--- config.mk ---
export PLATFORM = sky130hd
export DESIGN_NAME = dcache_top
export DESIGN_NICKNAME = d
export VERILOG_FILES = /design/src/rtl/mem_bus_pkg.sv /design/src/rtl/dcache_pkg.sv /design/src/rtl/dcache_top.sv /design/src/rtl/dcache_ctrl.sv /design/src/rtl/dcache_array.sv /design/src/rtl/writeback_buffer.sv /design/src/rtl/miss_unit.sv /design/src/rtl/mem_arbiter.sv
export SDC_FILE = /design/constraint.sdc
export NUM_CORES = 2
export LEC_CHECK = 0
export BUFFER_PORTS_ARGS = -buffer_cell sky130_fd_sc_hd__buf_2
export CORE_MARGIN = 5
export CORE_UTILIZATION = 25
export DETAILED_ROUTE_END_ITERATION = 7
export PLACE_DENSITY = 0.36
export SLEW_MARGIN = 10
export SYNTH_ARGS = -nofsm -noshare
export SYNTH_HDL_FRONTEND = slang
export SYNTH_SLANG_ARGS = --single-unit
--- constraint.sdc ---
create_clock -name clock -period 13.3 [get_ports clock]
set_clock_uncertainty 0.1 [all_clocks]
set_input_delay 2.66 -clock clock [delete_from_list [all_inputs] [get_ports clock]]
set_output_delay 2.66 -clock clock [all_outputs]
set_load 0.1 [all_outputs]
--- src/rtl/mem_bus_pkg.sv ---
package mem_bus_pkg;

    // command on the split-transaction memory bus
    typedef enum logic [1:0] {
        BUS_NONE  = 2'd0,
        BUS_LOAD  = 2'd1,
        BUS_STORE = 2'd2
    } bus_cmd_t;

    // zero means no response, or command refused
    typedef logic [3:0] mem_tag_t;

endpackage

--- src/rtl/dcache_pkg.sv ---
package dcache_pkg;

    // geometry shared by the cache and its line buffers
    localparam int ADDR_BITS         = 32;
    localparam int BLOCK_OFFSET_BITS = 3;   // 8 bytes per line

    typedef logic [ADDR_BITS-1:0] addr_t;   // byte address
    typedef logic [31:0]          word_t;   // processor load/store data
    typedef logic [63:0]          line_t;   // one cache block, same as bus data

    // access size of a load or store
    typedef enum logic [1:0] {
        MEM_BYTE = 2'd0,
        MEM_HALF = 2'd1,
        MEM_WORD = 2'd2
    } mem_size_t;

endpackage
--- src/rtl/dcache_top.sv ---
`timescale 1ns/10ps

module dcache_top
    import dcache_pkg::*;
    import mem_bus_pkg::*;
#(
    parameter int N_LINES  = 16,
    parameter int WB_DEPTH = 4
) (
    input  logic      clock,
    input  logic      reset,
    // processor side
    input  logic      request_valid,
    input  logic      request_write,
    input  mem_size_t request_size,
    input  addr_t     request_addr,
    input  word_t     request_wdata,
    output logic      stall,
    output logic      response_valid,
    output word_t     response_data,
    // memory side
    output bus_cmd_t  mem_command,
    output addr_t     mem_addr,
    output line_t     mem_wdata,
    input  mem_tag_t  mem_response,
    input  line_t     mem_data,
    input  mem_tag_t  mem_tag,
    // end of program
    input  logic      done,
    output logic      flush_finished
);

    addr_t     array_addr;
    logic      store_enable;
    mem_size_t store_size;
    word_t     store_data;
    logic      fill_enable;
    line_t     fill_data;
    logic [$clog2(N_LINES)-1:0] flush_index;
    logic      flush_clean;
    logic      hit;
    word_t     read_word;
    logic      victim_dirty;
    addr_t     victim_addr;
    line_t     victim_line;

    logic      miss_start;
    addr_t     miss_addr;
    logic      fill_ready;
    line_t     fill_line;

    logic      wb_push;
    addr_t     wb_push_addr;
    line_t     wb_push_line;
    logic      wb_take;
    logic      wb_full;
    logic      wb_empty;
    logic      wb_match;
    line_t     wb_line;

    logic      write_request;
    addr_t     write_addr;
    line_t     write_line;
    logic      read_request;
    addr_t     read_addr;
    logic      write_grant;
    logic      read_grant;
    mem_tag_t  bus_response;

    dcache_ctrl #(.N_LINES(N_LINES)) ctrl0 (.*);

    dcache_array #(.N_LINES(N_LINES)) array0 (.*);

    miss_unit miss0 (
        .clock        (clock),
        .reset        (reset),
        .miss_start   (miss_start),
        .miss_addr    (miss_addr),
        .grant        (read_grant),
        .bus_response (bus_response),
        .mem_tag      (mem_tag),
        .mem_data     (mem_data),
        .read_request (read_request),
        .read_addr    (read_addr),
        .fill_ready   (fill_ready),
        .fill_line    (fill_line)
    );

    writeback_buffer #(.WB_DEPTH(WB_DEPTH)) wb0 (
        .clock         (clock),
        .reset         (reset),
        .wb_push       (wb_push),
        .wb_push_addr  (wb_push_addr),
        .wb_push_line  (wb_push_line),
        .lookup_addr   (miss_addr),    // the miss asks the buffer first
        .wb_take       (wb_take),
        .grant         (write_grant),
        .bus_response  (bus_response),
        .wb_full       (wb_full),
        .wb_empty      (wb_empty),
        .wb_match      (wb_match),
        .wb_line       (wb_line),
        .write_request (write_request),
        .write_addr    (write_addr),
        .write_line    (write_line)
    );

    mem_arbiter arb0 (.*);

endmodule

--- src/rtl/dcache_ctrl.sv ---
`timescale 1ns/10ps

module dcache_ctrl
    import dcache_pkg::*;
#(
    parameter int N_LINES = 16
) (
    input  logic      clock,
    input  logic      reset,
    input  logic      request_valid,
    input  logic      request_write,
    input  mem_size_t request_size,
    input  addr_t     request_addr,
    input  word_t     request_wdata,
    input  logic      done,
    input  logic      hit,
    input  word_t     read_word,
    input  logic      victim_dirty,
    input  addr_t     victim_addr,
    input  line_t     victim_line,
    input  logic      fill_ready,
    input  line_t     fill_line,
    input  logic      wb_full,
    input  logic      wb_empty,
    input  logic      wb_match,
    input  line_t     wb_line,
    output logic      stall,
    output logic      response_valid,
    output word_t     response_data,
    output logic      flush_finished,
    output addr_t     array_addr,
    output logic      store_enable,
    output mem_size_t store_size,
    output word_t     store_data,
    output logic      fill_enable,
    output line_t     fill_data,
    output logic [$clog2(N_LINES)-1:0] flush_index,
    output logic      flush_clean,
    output logic      miss_start,
    output addr_t     miss_addr,
    output logic      wb_push,
    output addr_t     wb_push_addr,
    output line_t     wb_push_line,
    output logic      wb_take
);

    localparam int INDEX_BITS = $clog2(N_LINES);
    typedef logic [INDEX_BITS-1:0] index_t;

    typedef enum logic [1:0] {
        S_READY,
        S_MISS,
        S_FILL,
        S_FLUSH
    } state_t;

    state_t    state;
    state_t    next_state;
    addr_t     req_addr;    // request held across a miss
    logic      req_write;
    mem_size_t req_size;
    word_t     req_wdata;
    line_t     fill_buf;    // line from memory or from the write-back buffer
    logic      miss_sent;
    logic      walk_done;
    index_t    flush_ptr;
    logic      fill_go;
    logic      flush_step;
    logic      hit_accept;

    assign stall        = state != S_READY;
    assign hit_accept   = state == S_READY && request_valid && hit;
    assign miss_addr    = {req_addr[ADDR_BITS-1:BLOCK_OFFSET_BITS], {BLOCK_OFFSET_BITS{1'b0}}};
    assign fill_data    = fill_buf;
    assign flush_index  = flush_ptr;
    assign wb_push_addr = victim_addr;
    assign wb_push_line = victim_line;

    // a dirty victim must fit in the buffer before the slot can be reused
    assign fill_go     = state == S_FILL && !(victim_dirty && wb_full);
    assign flush_step  = state == S_FLUSH && !walk_done && !(victim_dirty && wb_full);
    assign fill_enable = fill_go;
    assign flush_clean = flush_step && victim_dirty;
    assign wb_push     = (fill_go || flush_step) && victim_dirty;
    assign wb_take     = state == S_MISS && !miss_sent && wb_match;   // forward from buffer
    assign miss_start  = state == S_MISS && !miss_sent && !wb_match;

    always_comb begin
        array_addr   = req_addr;
        store_size   = req_size;
        store_data   = req_wdata;
        store_enable = fill_go && req_write;    // merge a pending store into the fill
        case (state)
            S_READY: begin
                array_addr   = request_addr;
                store_size   = request_size;
                store_data   = request_wdata;
                store_enable = request_valid && request_write && hit;
            end
            S_FLUSH: array_addr = addr_t'({flush_ptr, {BLOCK_OFFSET_BITS{1'b0}}});
            default: ;
        endcase
    end

    always_comb begin
        next_state = state;
        case (state)
            S_READY: begin
                if (request_valid && !hit) begin
                    next_state = S_MISS;
                end else if (!request_valid && done) begin
                    next_state = S_FLUSH;
                end
            end
            S_MISS: begin
                if (wb_take || (miss_sent && fill_ready)) begin
                    next_state = S_FILL;
                end
            end
            S_FILL:  if (fill_go) next_state = S_READY;
            default: ;      // flush never leaves
        endcase
    end

    always_ff @(posedge clock) begin
        if (reset) begin
            state          <= S_READY;
            response_valid <= 1'b0;
            miss_sent      <= 1'b0;
            walk_done      <= 1'b0;
            flush_ptr      <= '0;
            flush_finished <= 1'b0;
        end else begin
            state          <= next_state;
            response_valid <= hit_accept || fill_go;
            if (miss_start) begin
                miss_sent <= 1'b1;
            end else if (state == S_FILL) begin
                miss_sent <= 1'b0;
            end
            if (flush_step) begin
                if (flush_ptr == index_t'(N_LINES - 1)) begin
                    walk_done <= 1'b1;
                end else begin
                    flush_ptr <= flush_ptr + 1'b1;
                end
            end
            if (walk_done && wb_empty) flush_finished <= 1'b1;   // sticky until reset
        end
    end

    always_ff @(posedge clock) begin
        if (state == S_READY && request_valid && !hit) begin
            req_addr  <= request_addr;
            req_write <= request_write;
            req_size  <= request_size;
            req_wdata <= request_wdata;
        end
        if (wb_take) begin
            fill_buf <= wb_line;
        end else if (state == S_MISS && fill_ready) begin
            fill_buf <= fill_line;
        end
        response_data <= read_word;     // qualified by response_valid
    end

endmodule

--- src/rtl/dcache_array.sv ---
`timescale 1ns/10ps

module dcache_array
    import dcache_pkg::*;
#(
    parameter int N_LINES = 16
) (
    input  logic      clock,
    input  logic      reset,
    input  addr_t     array_addr,
    input  logic      store_enable,
    input  mem_size_t store_size,
    input  word_t     store_data,
    input  logic      fill_enable,
    input  line_t     fill_data,
    input  logic [$clog2(N_LINES)-1:0] flush_index,
    input  logic      flush_clean,
    output logic      hit,
    output word_t     read_word,
    output logic      victim_dirty,
    output addr_t     victim_addr,
    output line_t     victim_line
);

    localparam int INDEX_BITS = $clog2(N_LINES);
    localparam int TAG_BITS   = ADDR_BITS - INDEX_BITS - BLOCK_OFFSET_BITS;

    typedef logic [INDEX_BITS-1:0]        index_t;
    typedef logic [TAG_BITS-1:0]          tag_t;
    typedef logic [BLOCK_OFFSET_BITS-1:0] offset_t;

    logic [N_LINES-1:0] valid;
    logic [N_LINES-1:0] dirty;
    tag_t               tags  [N_LINES];
    line_t              lines [N_LINES];

    tag_t    req_tag;
    index_t  index;
    offset_t offset;
    line_t   base_line;     // stored line, or the incoming fill
    line_t   merged_line;

    assign req_tag = array_addr[ADDR_BITS-1 -: TAG_BITS];
    assign index   = array_addr[BLOCK_OFFSET_BITS +: INDEX_BITS];
    assign offset  = array_addr[BLOCK_OFFSET_BITS-1:0];

    assign hit          = valid[index] && tags[index] == req_tag;
    assign victim_dirty = valid[index] && dirty[index];
    assign victim_addr  = {tags[index], index, offset_t'(0)};
    assign victim_line  = lines[index];
    assign base_line    = fill_enable ? fill_data : lines[index];

    // extract the load data and build the store merge, both zero extended by size
    always_comb begin
        read_word   = '0;
        merged_line = base_line;
        case (store_size)
            MEM_BYTE: begin
                read_word[7:0]               = base_line[8 * offset +: 8];
                merged_line[8 * offset +: 8] = store_data[7:0];
            end
            MEM_HALF: begin
                read_word[15:0] = base_line[16 * offset[BLOCK_OFFSET_BITS-1:1] +: 16];
                merged_line[16 * offset[BLOCK_OFFSET_BITS-1:1] +: 16] = store_data[15:0];
            end
            default: begin
                read_word = base_line[32 * offset[BLOCK_OFFSET_BITS-1:2] +: 32];
                merged_line[32 * offset[BLOCK_OFFSET_BITS-1:2] +: 32] = store_data;
            end
        endcase
    end

    always_ff @(posedge clock) begin
        if (reset) begin
            valid <= '0;
            dirty <= '0;
        end else begin
            if (fill_enable) begin
                valid[index] <= 1'b1;
                dirty[index] <= store_enable;   // write miss leaves the line dirty
            end else if (store_enable) begin
                dirty[index] <= 1'b1;
            end
            if (flush_clean) dirty[flush_index] <= 1'b0;
        end
    end

    always_ff @(posedge clock) begin
        if (fill_enable) tags[index] <= req_tag;
        if (fill_enable || store_enable) begin
            lines[index] <= store_enable ? merged_line : base_line;
        end
    end

endmodule

--- src/rtl/writeback_buffer.sv ---
`timescale 1ns/10ps

module writeback_buffer
    import dcache_pkg::*;
    import mem_bus_pkg::*;
#(
    parameter int WB_DEPTH = 4
) (
    input  logic     clock,
    input  logic     reset,
    input  logic     wb_push,
    input  addr_t    wb_push_addr,
    input  line_t    wb_push_line,
    input  addr_t    lookup_addr,
    input  logic     wb_take,
    input  logic     grant,
    input  mem_tag_t bus_response,
    output logic     wb_full,
    output logic     wb_empty,
    output logic     wb_match,
    output line_t    wb_line,
    output logic     write_request,
    output addr_t    write_addr,
    output line_t    write_line
);

    localparam int PTR_BITS = $clog2(WB_DEPTH);

    typedef logic [PTR_BITS-1:0]                    slot_t;
    typedef logic [ADDR_BITS-BLOCK_OFFSET_BITS-1:0] line_addr_t;

    logic [WB_DEPTH-1:0] valid;
    line_addr_t          addrs [WB_DEPTH];
    line_t               lines [WB_DEPTH];
    logic [PTR_BITS:0]   head;
    logic [PTR_BITS:0]   tail;
    logic [PTR_BITS:0]   used;      // slots in order, holes from forwarding included
    slot_t               head_slot;
    slot_t               tail_slot;
    slot_t               match_slot;
    logic                drained;

    assign used      = tail - head;
    assign head_slot = head[PTR_BITS-1:0];
    assign tail_slot = tail[PTR_BITS-1:0];
    assign wb_full   = used == (PTR_BITS + 1)'(WB_DEPTH);
    assign wb_empty  = valid == '0;

    // oldest entry goes to the bus, a store is done once accepted
    assign write_request = valid[head_slot];
    assign write_addr    = {addrs[head_slot], {BLOCK_OFFSET_BITS{1'b0}}};
    assign write_line    = lines[head_slot];
    assign drained       = write_request && grant && bus_response != '0;

    always_comb begin
        wb_match   = 1'b0;
        match_slot = '0;
        for (int i = 0; i < WB_DEPTH; i++) begin
            if (valid[i] && addrs[i] == lookup_addr[ADDR_BITS-1:BLOCK_OFFSET_BITS]) begin
                wb_match   = 1'b1;
                match_slot = slot_t'(i);
            end
        end
    end

    assign wb_line = lines[match_slot];

    always_ff @(posedge clock) begin
        if (reset) begin
            valid <= '0;
            head  <= '0;
            tail  <= '0;
        end else begin
            if (wb_push) begin
                valid[tail_slot] <= 1'b1;
                tail             <= tail + 1'b1;
            end
            if (wb_take) valid[match_slot] <= 1'b0;
            if (drained) valid[head_slot] <= 1'b0;
            // skip over entries taken for forwarding
            if (used != '0 && (drained || !valid[head_slot])) head <= head + 1'b1;
        end
    end

    always_ff @(posedge clock) begin
        if (wb_push) begin
            addrs[tail_slot] <= wb_push_addr[ADDR_BITS-1:BLOCK_OFFSET_BITS];
            lines[tail_slot] <= wb_push_line;
        end
    end

    a_no_push_full: assert property (
        @(posedge clock) disable iff (reset) wb_push |-> !wb_full
    );

endmodule

--- src/rtl/miss_unit.sv ---
`timescale 1ns/10ps

module miss_unit
    import dcache_pkg::*;
    import mem_bus_pkg::*;
(
    input  logic     clock,
    input  logic     reset,
    input  logic     miss_start,
    input  addr_t    miss_addr,
    input  logic     grant,
    input  mem_tag_t bus_response,
    input  mem_tag_t mem_tag,
    input  line_t    mem_data,
    output logic     read_request,
    output addr_t    read_addr,
    output logic     fill_ready,
    output line_t    fill_line
);

    logic     pending;      // waiting for the bus to accept
    logic     outstanding;  // accepted, waiting for the data
    mem_tag_t wait_tag;
    addr_t    line_addr;

    assign read_request = pending;
    assign read_addr    = line_addr;
    assign fill_ready   = outstanding && mem_tag != '0 && mem_tag == wait_tag;
    assign fill_line    = mem_data;

    always_ff @(posedge clock) begin
        if (reset) begin
            pending     <= 1'b0;
            outstanding <= 1'b0;
        end else begin
            if (miss_start) begin
                pending <= 1'b1;
            end else if (pending && grant && bus_response != '0) begin
                pending     <= 1'b0;
                outstanding <= 1'b1;
            end
            if (fill_ready) outstanding <= 1'b0;
        end
    end

    always_ff @(posedge clock) begin
        if (miss_start) line_addr <= miss_addr;
        if (pending && grant && bus_response != '0) wait_tag <= bus_response;
    end

    a_one_read: assert property (
        @(posedge clock) disable iff (reset) miss_start |-> !pending && !outstanding
    );

endmodule

--- src/rtl/mem_arbiter.sv ---
`timescale 1ns/10ps

module mem_arbiter
    import dcache_pkg::*;
    import mem_bus_pkg::*;
(
    input  logic     write_request,
    input  addr_t    write_addr,
    input  line_t    write_line,
    input  logic     read_request,
    input  addr_t    read_addr,
    input  mem_tag_t mem_response,
    output logic     write_grant,
    output logic     read_grant,
    output mem_tag_t bus_response,
    output bus_cmd_t mem_command,
    output addr_t    mem_addr,
    output line_t    mem_wdata
);

    // write-backs first, so evicted lines leave the buffer quickly
    assign write_grant  = write_request;
    assign read_grant   = read_request && !write_request;
    assign bus_response = (write_grant || read_grant) ? mem_response : '0;

    assign mem_command = write_grant ? BUS_STORE : (read_grant ? BUS_LOAD : BUS_NONE);
    assign mem_addr    = write_grant ? write_addr : read_addr;
    assign mem_wdata   = write_line;        // ignored by the bus on a load

endmodule

==> impl_table.tex <==
\begin{tabular}{lr}
\hline
Metric & Value \\
\hline
\multicolumn{2}{l}{\textbf{Critical path}} \\
Gate family responsible for the most delay along the worst path & simple AND/OR/NAND/NOR gates \\
Startpoint kind of the worst setup timing path & input pin \\
Count of cells along the worst register-to-register path & 16 \\
Required arrival time at the worst endpoint & roughly 14 ns \\
Maximum fanout along the worst path & 56 \\
Register-to-register path setup slack & 4.89 ns \\
Worst R2R Start & ctrl0.state[0] \\
Setup crit start & request\_addr[5] \\
Category of the most critical setup path & in2reg \\
Slowest cell on crit path & sky130\_fd\_sc\_hd\_\_nor3\_2 \\
CP dominant cell by count & sky130\_fd\_sc\_hd\_\_buf\_4 \\
Worst setup EP type & flip-flop \\
Worst endpoint data arrival time & about 9.4 ns \\
Number of buffers and inverters on the critical path & 4 \\
R2r endpoint & array0.lines[15][55] \\
Worst path max stage delay & 1.00 ns \\
Critical Path, Cell by Cell & buf\_2, a221o\_2, nand2\_8, inv\_6, buf\_4, a2111oi\_0, nor4\_1, xnor2\_1, nor3\_1, nand4\_1, a211o\_1, o31a\_2, buf\_4, nor3\_2, o22ai\_1 \\
\multicolumn{2}{l}{\textbf{Global route}} \\
Pin count of the biggest net entering global routing & $\sim$100 \\
Wire length of the first global-routing pass & 483000 µm \\
Number of antenna violations at the first check in global routing & 39 \\
Vias in the first global route & between 50000 and 60000 \\
GRT Total Usage & between 10\% and 20\% \\
Global route overflow & 0 \\
\multicolumn{2}{l}{\textbf{Logic synthesis}} \\
Synth Instances & approximately 5700 \\
Area share of the largest cell type after synthesis & 66.5\% \\
Share of async-settable or async-resettable flops after synthesis & 0\% \\
Yosys warning total & 0 \\
Leading cell types by total area after synthesis & sky130\_fd\_sc\_hd\_\_edfxtp\_1 (66\%), sky130\_fd\_sc\_hd\_\_mux4\_2 (10\%), sky130\_fd\_sc\_hd\_\_nand2\_1 (2.6\%), sky130\_fd\_sc\_hd\_\_dfxtp\_1 (2.0\%), sky130\_fd\_sc\_hd\_\_mux2i\_1 (1.7\%) \\
Sequential-to-total area share from yosys stat & approximately two thirds \\
Cell variety after synth & 90 \\
Synthesized area per cell & roughly 15 µm² \\
Post-synthesis cell area & a little under 90000 µm² \\
Count of flip-flops with a built-in enable after synthesis & 1960 \\
Synthesized flop and latch total & between 2000 and 2500 \\
Cell type contributing the most total cell area after synthesis & sky130\_fd\_sc\_hd\_\_edfxtp\_1 \\
Top flip-flop cell by instance count after synthesis & sky130\_fd\_sc\_hd\_\_edfxtp\_1 \\
\multicolumn{2}{l}{\textbf{Clock network}} \\
Post-CTS sizing & 0 \\
TritonCTS clock tree & built \\
Buffers inserted during post-CTS setup optimization & 0 \\
Maximum level of the CTS H-tree & 4 \\
Cts hold-fix bufs & 0 \\
Root cell of the clock tree & sky130\_fd\_sc\_hd\_\_clkbuf\_16 \\
Total clock sinks & slightly above 2000 \\
Maximum buffer depth of the clock tree & 4 \\
Total clock buffers created by CTS & 236 \\
Clk Latency, worst-skew pair & around 0.94 ns \\
CTS clock-pin slew for the worst setup and hold paths & 0.06 ns \\
\multicolumn{2}{l}{\textbf{Floorplanning}} \\
Die Ht & 605 µm \\
I/O Pins & 276 \\
Starting density of the core & 25.1\% \\
Core area & between 300000 and 400000 µm² \\
Die area & 366000 µm² \\
Die Wd & roughly 610 µm \\
Standard-cell row count & roughly 220 \\
\multicolumn{2}{l}{\textbf{STA}} \\
Minimum clock period after layout & approximately 9.1 ns \\
Number of endpoints with negative hold slack in the final report & 0 \\
Final setup violation count & 0 \\
Worst Hold Margin & $\sim$0.38 ns \\
RSZ-0062 raised after global routing & false \\
Top achievable clock speed & 0.110 GHz \\
Setup TNS Final & 0 ns \\
Final cycle utilization of the critical path & 68.2\% \\
Remaining max-slew budget at the tightest pin & 11.0\% \\
Max-slew violation count & 0 \\
Transition time of the tightest slew-check pin & 1.33 ns \\
\multicolumn{2}{l}{\textbf{Detailed routing}} \\
Drc violations & 0 \\
First DRT Iteration DRCs & $\sim$5300 \\
Number of iterations in the first detailed-routing pass & 7 \\
Detailed-route via count & around 55000 \\
Final routed wire length divided by cell count & $\sim$32 µm \\
DRT Wirelength & between 300000 and 400000 µm \\
Via/cell ratio & about 5.0 \\
Antenna violation net count after detailed routing & 0 \\
\multicolumn{2}{l}{\textbf{Finish}} \\
Net count of the finished layout & between 6000 and 7000 \\
Fraction of layout instances using a drive strength above 1 & a little under a quarter \\
Finished Layout Cells & 11000 \\
Fill cell total of the finished layout & around 35000 \\
Area overhead of the layout relative to synthesis & 17.7\% \\
Area used by multi-input combinational logic & $\sim$27000 µm² \\
Sequential Area & between 60000 and 70000 µm² \\
Final Util & a little under 30\% \\
\multicolumn{2}{l}{\textbf{Place}} \\
Count of input and output buffers & about 270 \\
HPWL after DPL & $\sim$230000 µm \\
Post-placement cell count & about 11000 \\
GPL Wtd Cong & about 0.85 \\
\multicolumn{2}{l}{\textbf{Job}} \\
Max-cap viol count & 0 \\
\multicolumn{2}{l}{\textbf{Min path}} \\
Class of the worst hold path & reg2reg \\
Hold path start & array0.valid[8] \\
Worst hold path depth & 2 \\
Worst Hold Endpoint & array0.valid[8] \\
\multicolumn{2}{l}{\textbf{Run status}} \\
Run status & finished, final reports clean \\
\hline
\end{tabular}
==> flip-flops by register name, summed over array words and instances, names as in the netlist, 16 cells and up, named ones only <==
register / flops
array0.lines: 1024
wb0.addrs: 116
ctrl0.req_wdata: 32
miss0.read_addr: 29
ctrl0.response_data: 32
ctrl0.fill_data: 64
array0.dirty: 16
wb0.lines: 256
array0.valid: 16
array0.tags: 400
ctrl0.req_addr: 32
==> final cells by class <==
cell class / count / share of cell area, %
clock buffer: 306 / 6.06
sequential: 2048 / 58.2
timing repair buffer: 481 / 3.05
antenna: 19 / 0.0457
multi-input combinational: 3205 / 25.5
inverter: 67 / 0.264
tap: 4730 / 5.68
clock inverter: 129 / 1.16
==> worst reg2reg max path, delay by kind of cell, from the launching register on <==
kind | cells | cell delay [ns]
adder cells (fa/ha/maj) | 1 | 0.71
AND/OR/NAND/NOR | 4 | 2.21
AO/OA/AOI/OAI | 5 | 1.94
buffers and inverters | 4 | 1.72
XOR/XNOR | 1 | 0.29
multiplexers | 1 | 0.59
flip-flops | 1 | 0.40
==> stage by stage <==
| stage | setup WS [ns] | instance area [µm²] |
|---|---|---|
| global route | 4.25 | 104000 |
| detailed placement | 3.25 | 96500 |
| global placement | 3.39 | 96300 |
| finish | 4.23 | 104000 |
| floorplan | 2.84 | 88500 |
| CTS | 4.26 | 104000 |
==> cells in the mapped netlist, drive strengths merged, types with 27 or more instances <==
| master | number |
|---|---|
| a22oi | 58 |
| a21oi | 225 |
| nor2 | 282 |
| o22ai | 58 |
| buf | 193 |
| and3 | 143 |
| nand4 | 58 |
| dfxtp | 88 |
| a211oi | 61 |
| nand3 | 177 |
| nor3 | 42 |
| a32oi | 45 |
| clkbuf | 225 |
| o21ai | 203 |
| a31oi | 80 |
| inv | 67 |
| xnor2 | 125 |
| ha | 27 |
| mux2i | 147 |
| mux4 | 392 |
| edfxtp | 1960 |
| xor2 | 55 |
| nor4 | 44 |
| a32o | 29 |
| mux2 | 75 |
| nand2 | 620 |
==> worst max path at each step <==
stage	to	slack (ns)	cells after the start
final	array0.lines[15][55]	4.23	15
after global routing	array0.lines[13][55]	4.25	15
after CTS	array0.lines[3][19]	4.26	15
after detailed placement	array0.lines[9][19]	3.25	15
after global placement	array0.lines[9][44]	3.39	12
after floorplan	array0.lines[4][0]	2.84	12
==> routing by layer <==
metal / global-route usage (%) / wire [µm] / part of all wire, %
met5: 0 / 13 / 0.0037
met4: 5.77 / 11400 / 3.2
met3: 2.34 / 17400 / 4.9
met2: 30.7 / 169000 / 48
met1: 26.1 / 157000 / 44
==> layout by cell type, fill, tap and decap left out, types with 36 or more instances in the layout <==
cell type,netlist,layout
sky130_fd_sc_hd__edfxtp_1,1960,1960
sky130_fd_sc_hd__nand2_1,617,616
sky130_fd_sc_hd__mux4_2,392,392
sky130_fd_sc_hd__buf_2,93,272
sky130_fd_sc_hd__nor2_1,282,252
sky130_fd_sc_hd__clkbuf_16,0,240
sky130_fd_sc_hd__a21oi_1,225,224
sky130_fd_sc_hd__buf_4,22,187
sky130_fd_sc_hd__o21ai_0,186,181
sky130_fd_sc_hd__nand3_1,177,175
sky130_fd_sc_hd__and3_1,143,143
sky130_fd_sc_hd__mux2i_1,146,134
sky130_fd_sc_hd__xnor2_1,125,125
sky130_fd_sc_hd__dfxtp_1,88,86
sky130_fd_sc_hd__mux2_2,74,74
sky130_fd_sc_hd__a31oi_1,80,71
sky130_fd_sc_hd__inv_1,63,60
sky130_fd_sc_hd__clkbuf_1,225,60
sky130_fd_sc_hd__a211oi_1,59,58
sky130_fd_sc_hd__nand4_1,57,57
sky130_fd_sc_hd__a22oi_1,57,57
sky130_fd_sc_hd__xor2_1,55,55
sky130_fd_sc_hd__clkinv_1,0,53
sky130_fd_sc_hd__clkinv_2,0,45
sky130_fd_sc_hd__a32oi_1,44,44
sky130_fd_sc_hd__nor4_1,43,41
sky130_fd_sc_hd__o22ai_1,58,36
==> kinds of logic (layout without fill, tap and decap cells) <==
group	after synthesis	count (layout)	share of synthesized area (%)
and+or+nand+nor	1456	1456	7.56
xor gates and xnor gates	180	180	1.78
adders and majority gates	27	27	0.382
DFF	2048	2048	68.5
AOI/OAI and AO/OA	925	925	6.87
other	1	22	0.00424
muxes	614	614	12.6
buffers and inverters	485	983	2.32
Power is left out: the tool's default activity adds up to more than one toggle a clock period on the data nets, which glitch-free logic cannot reach.
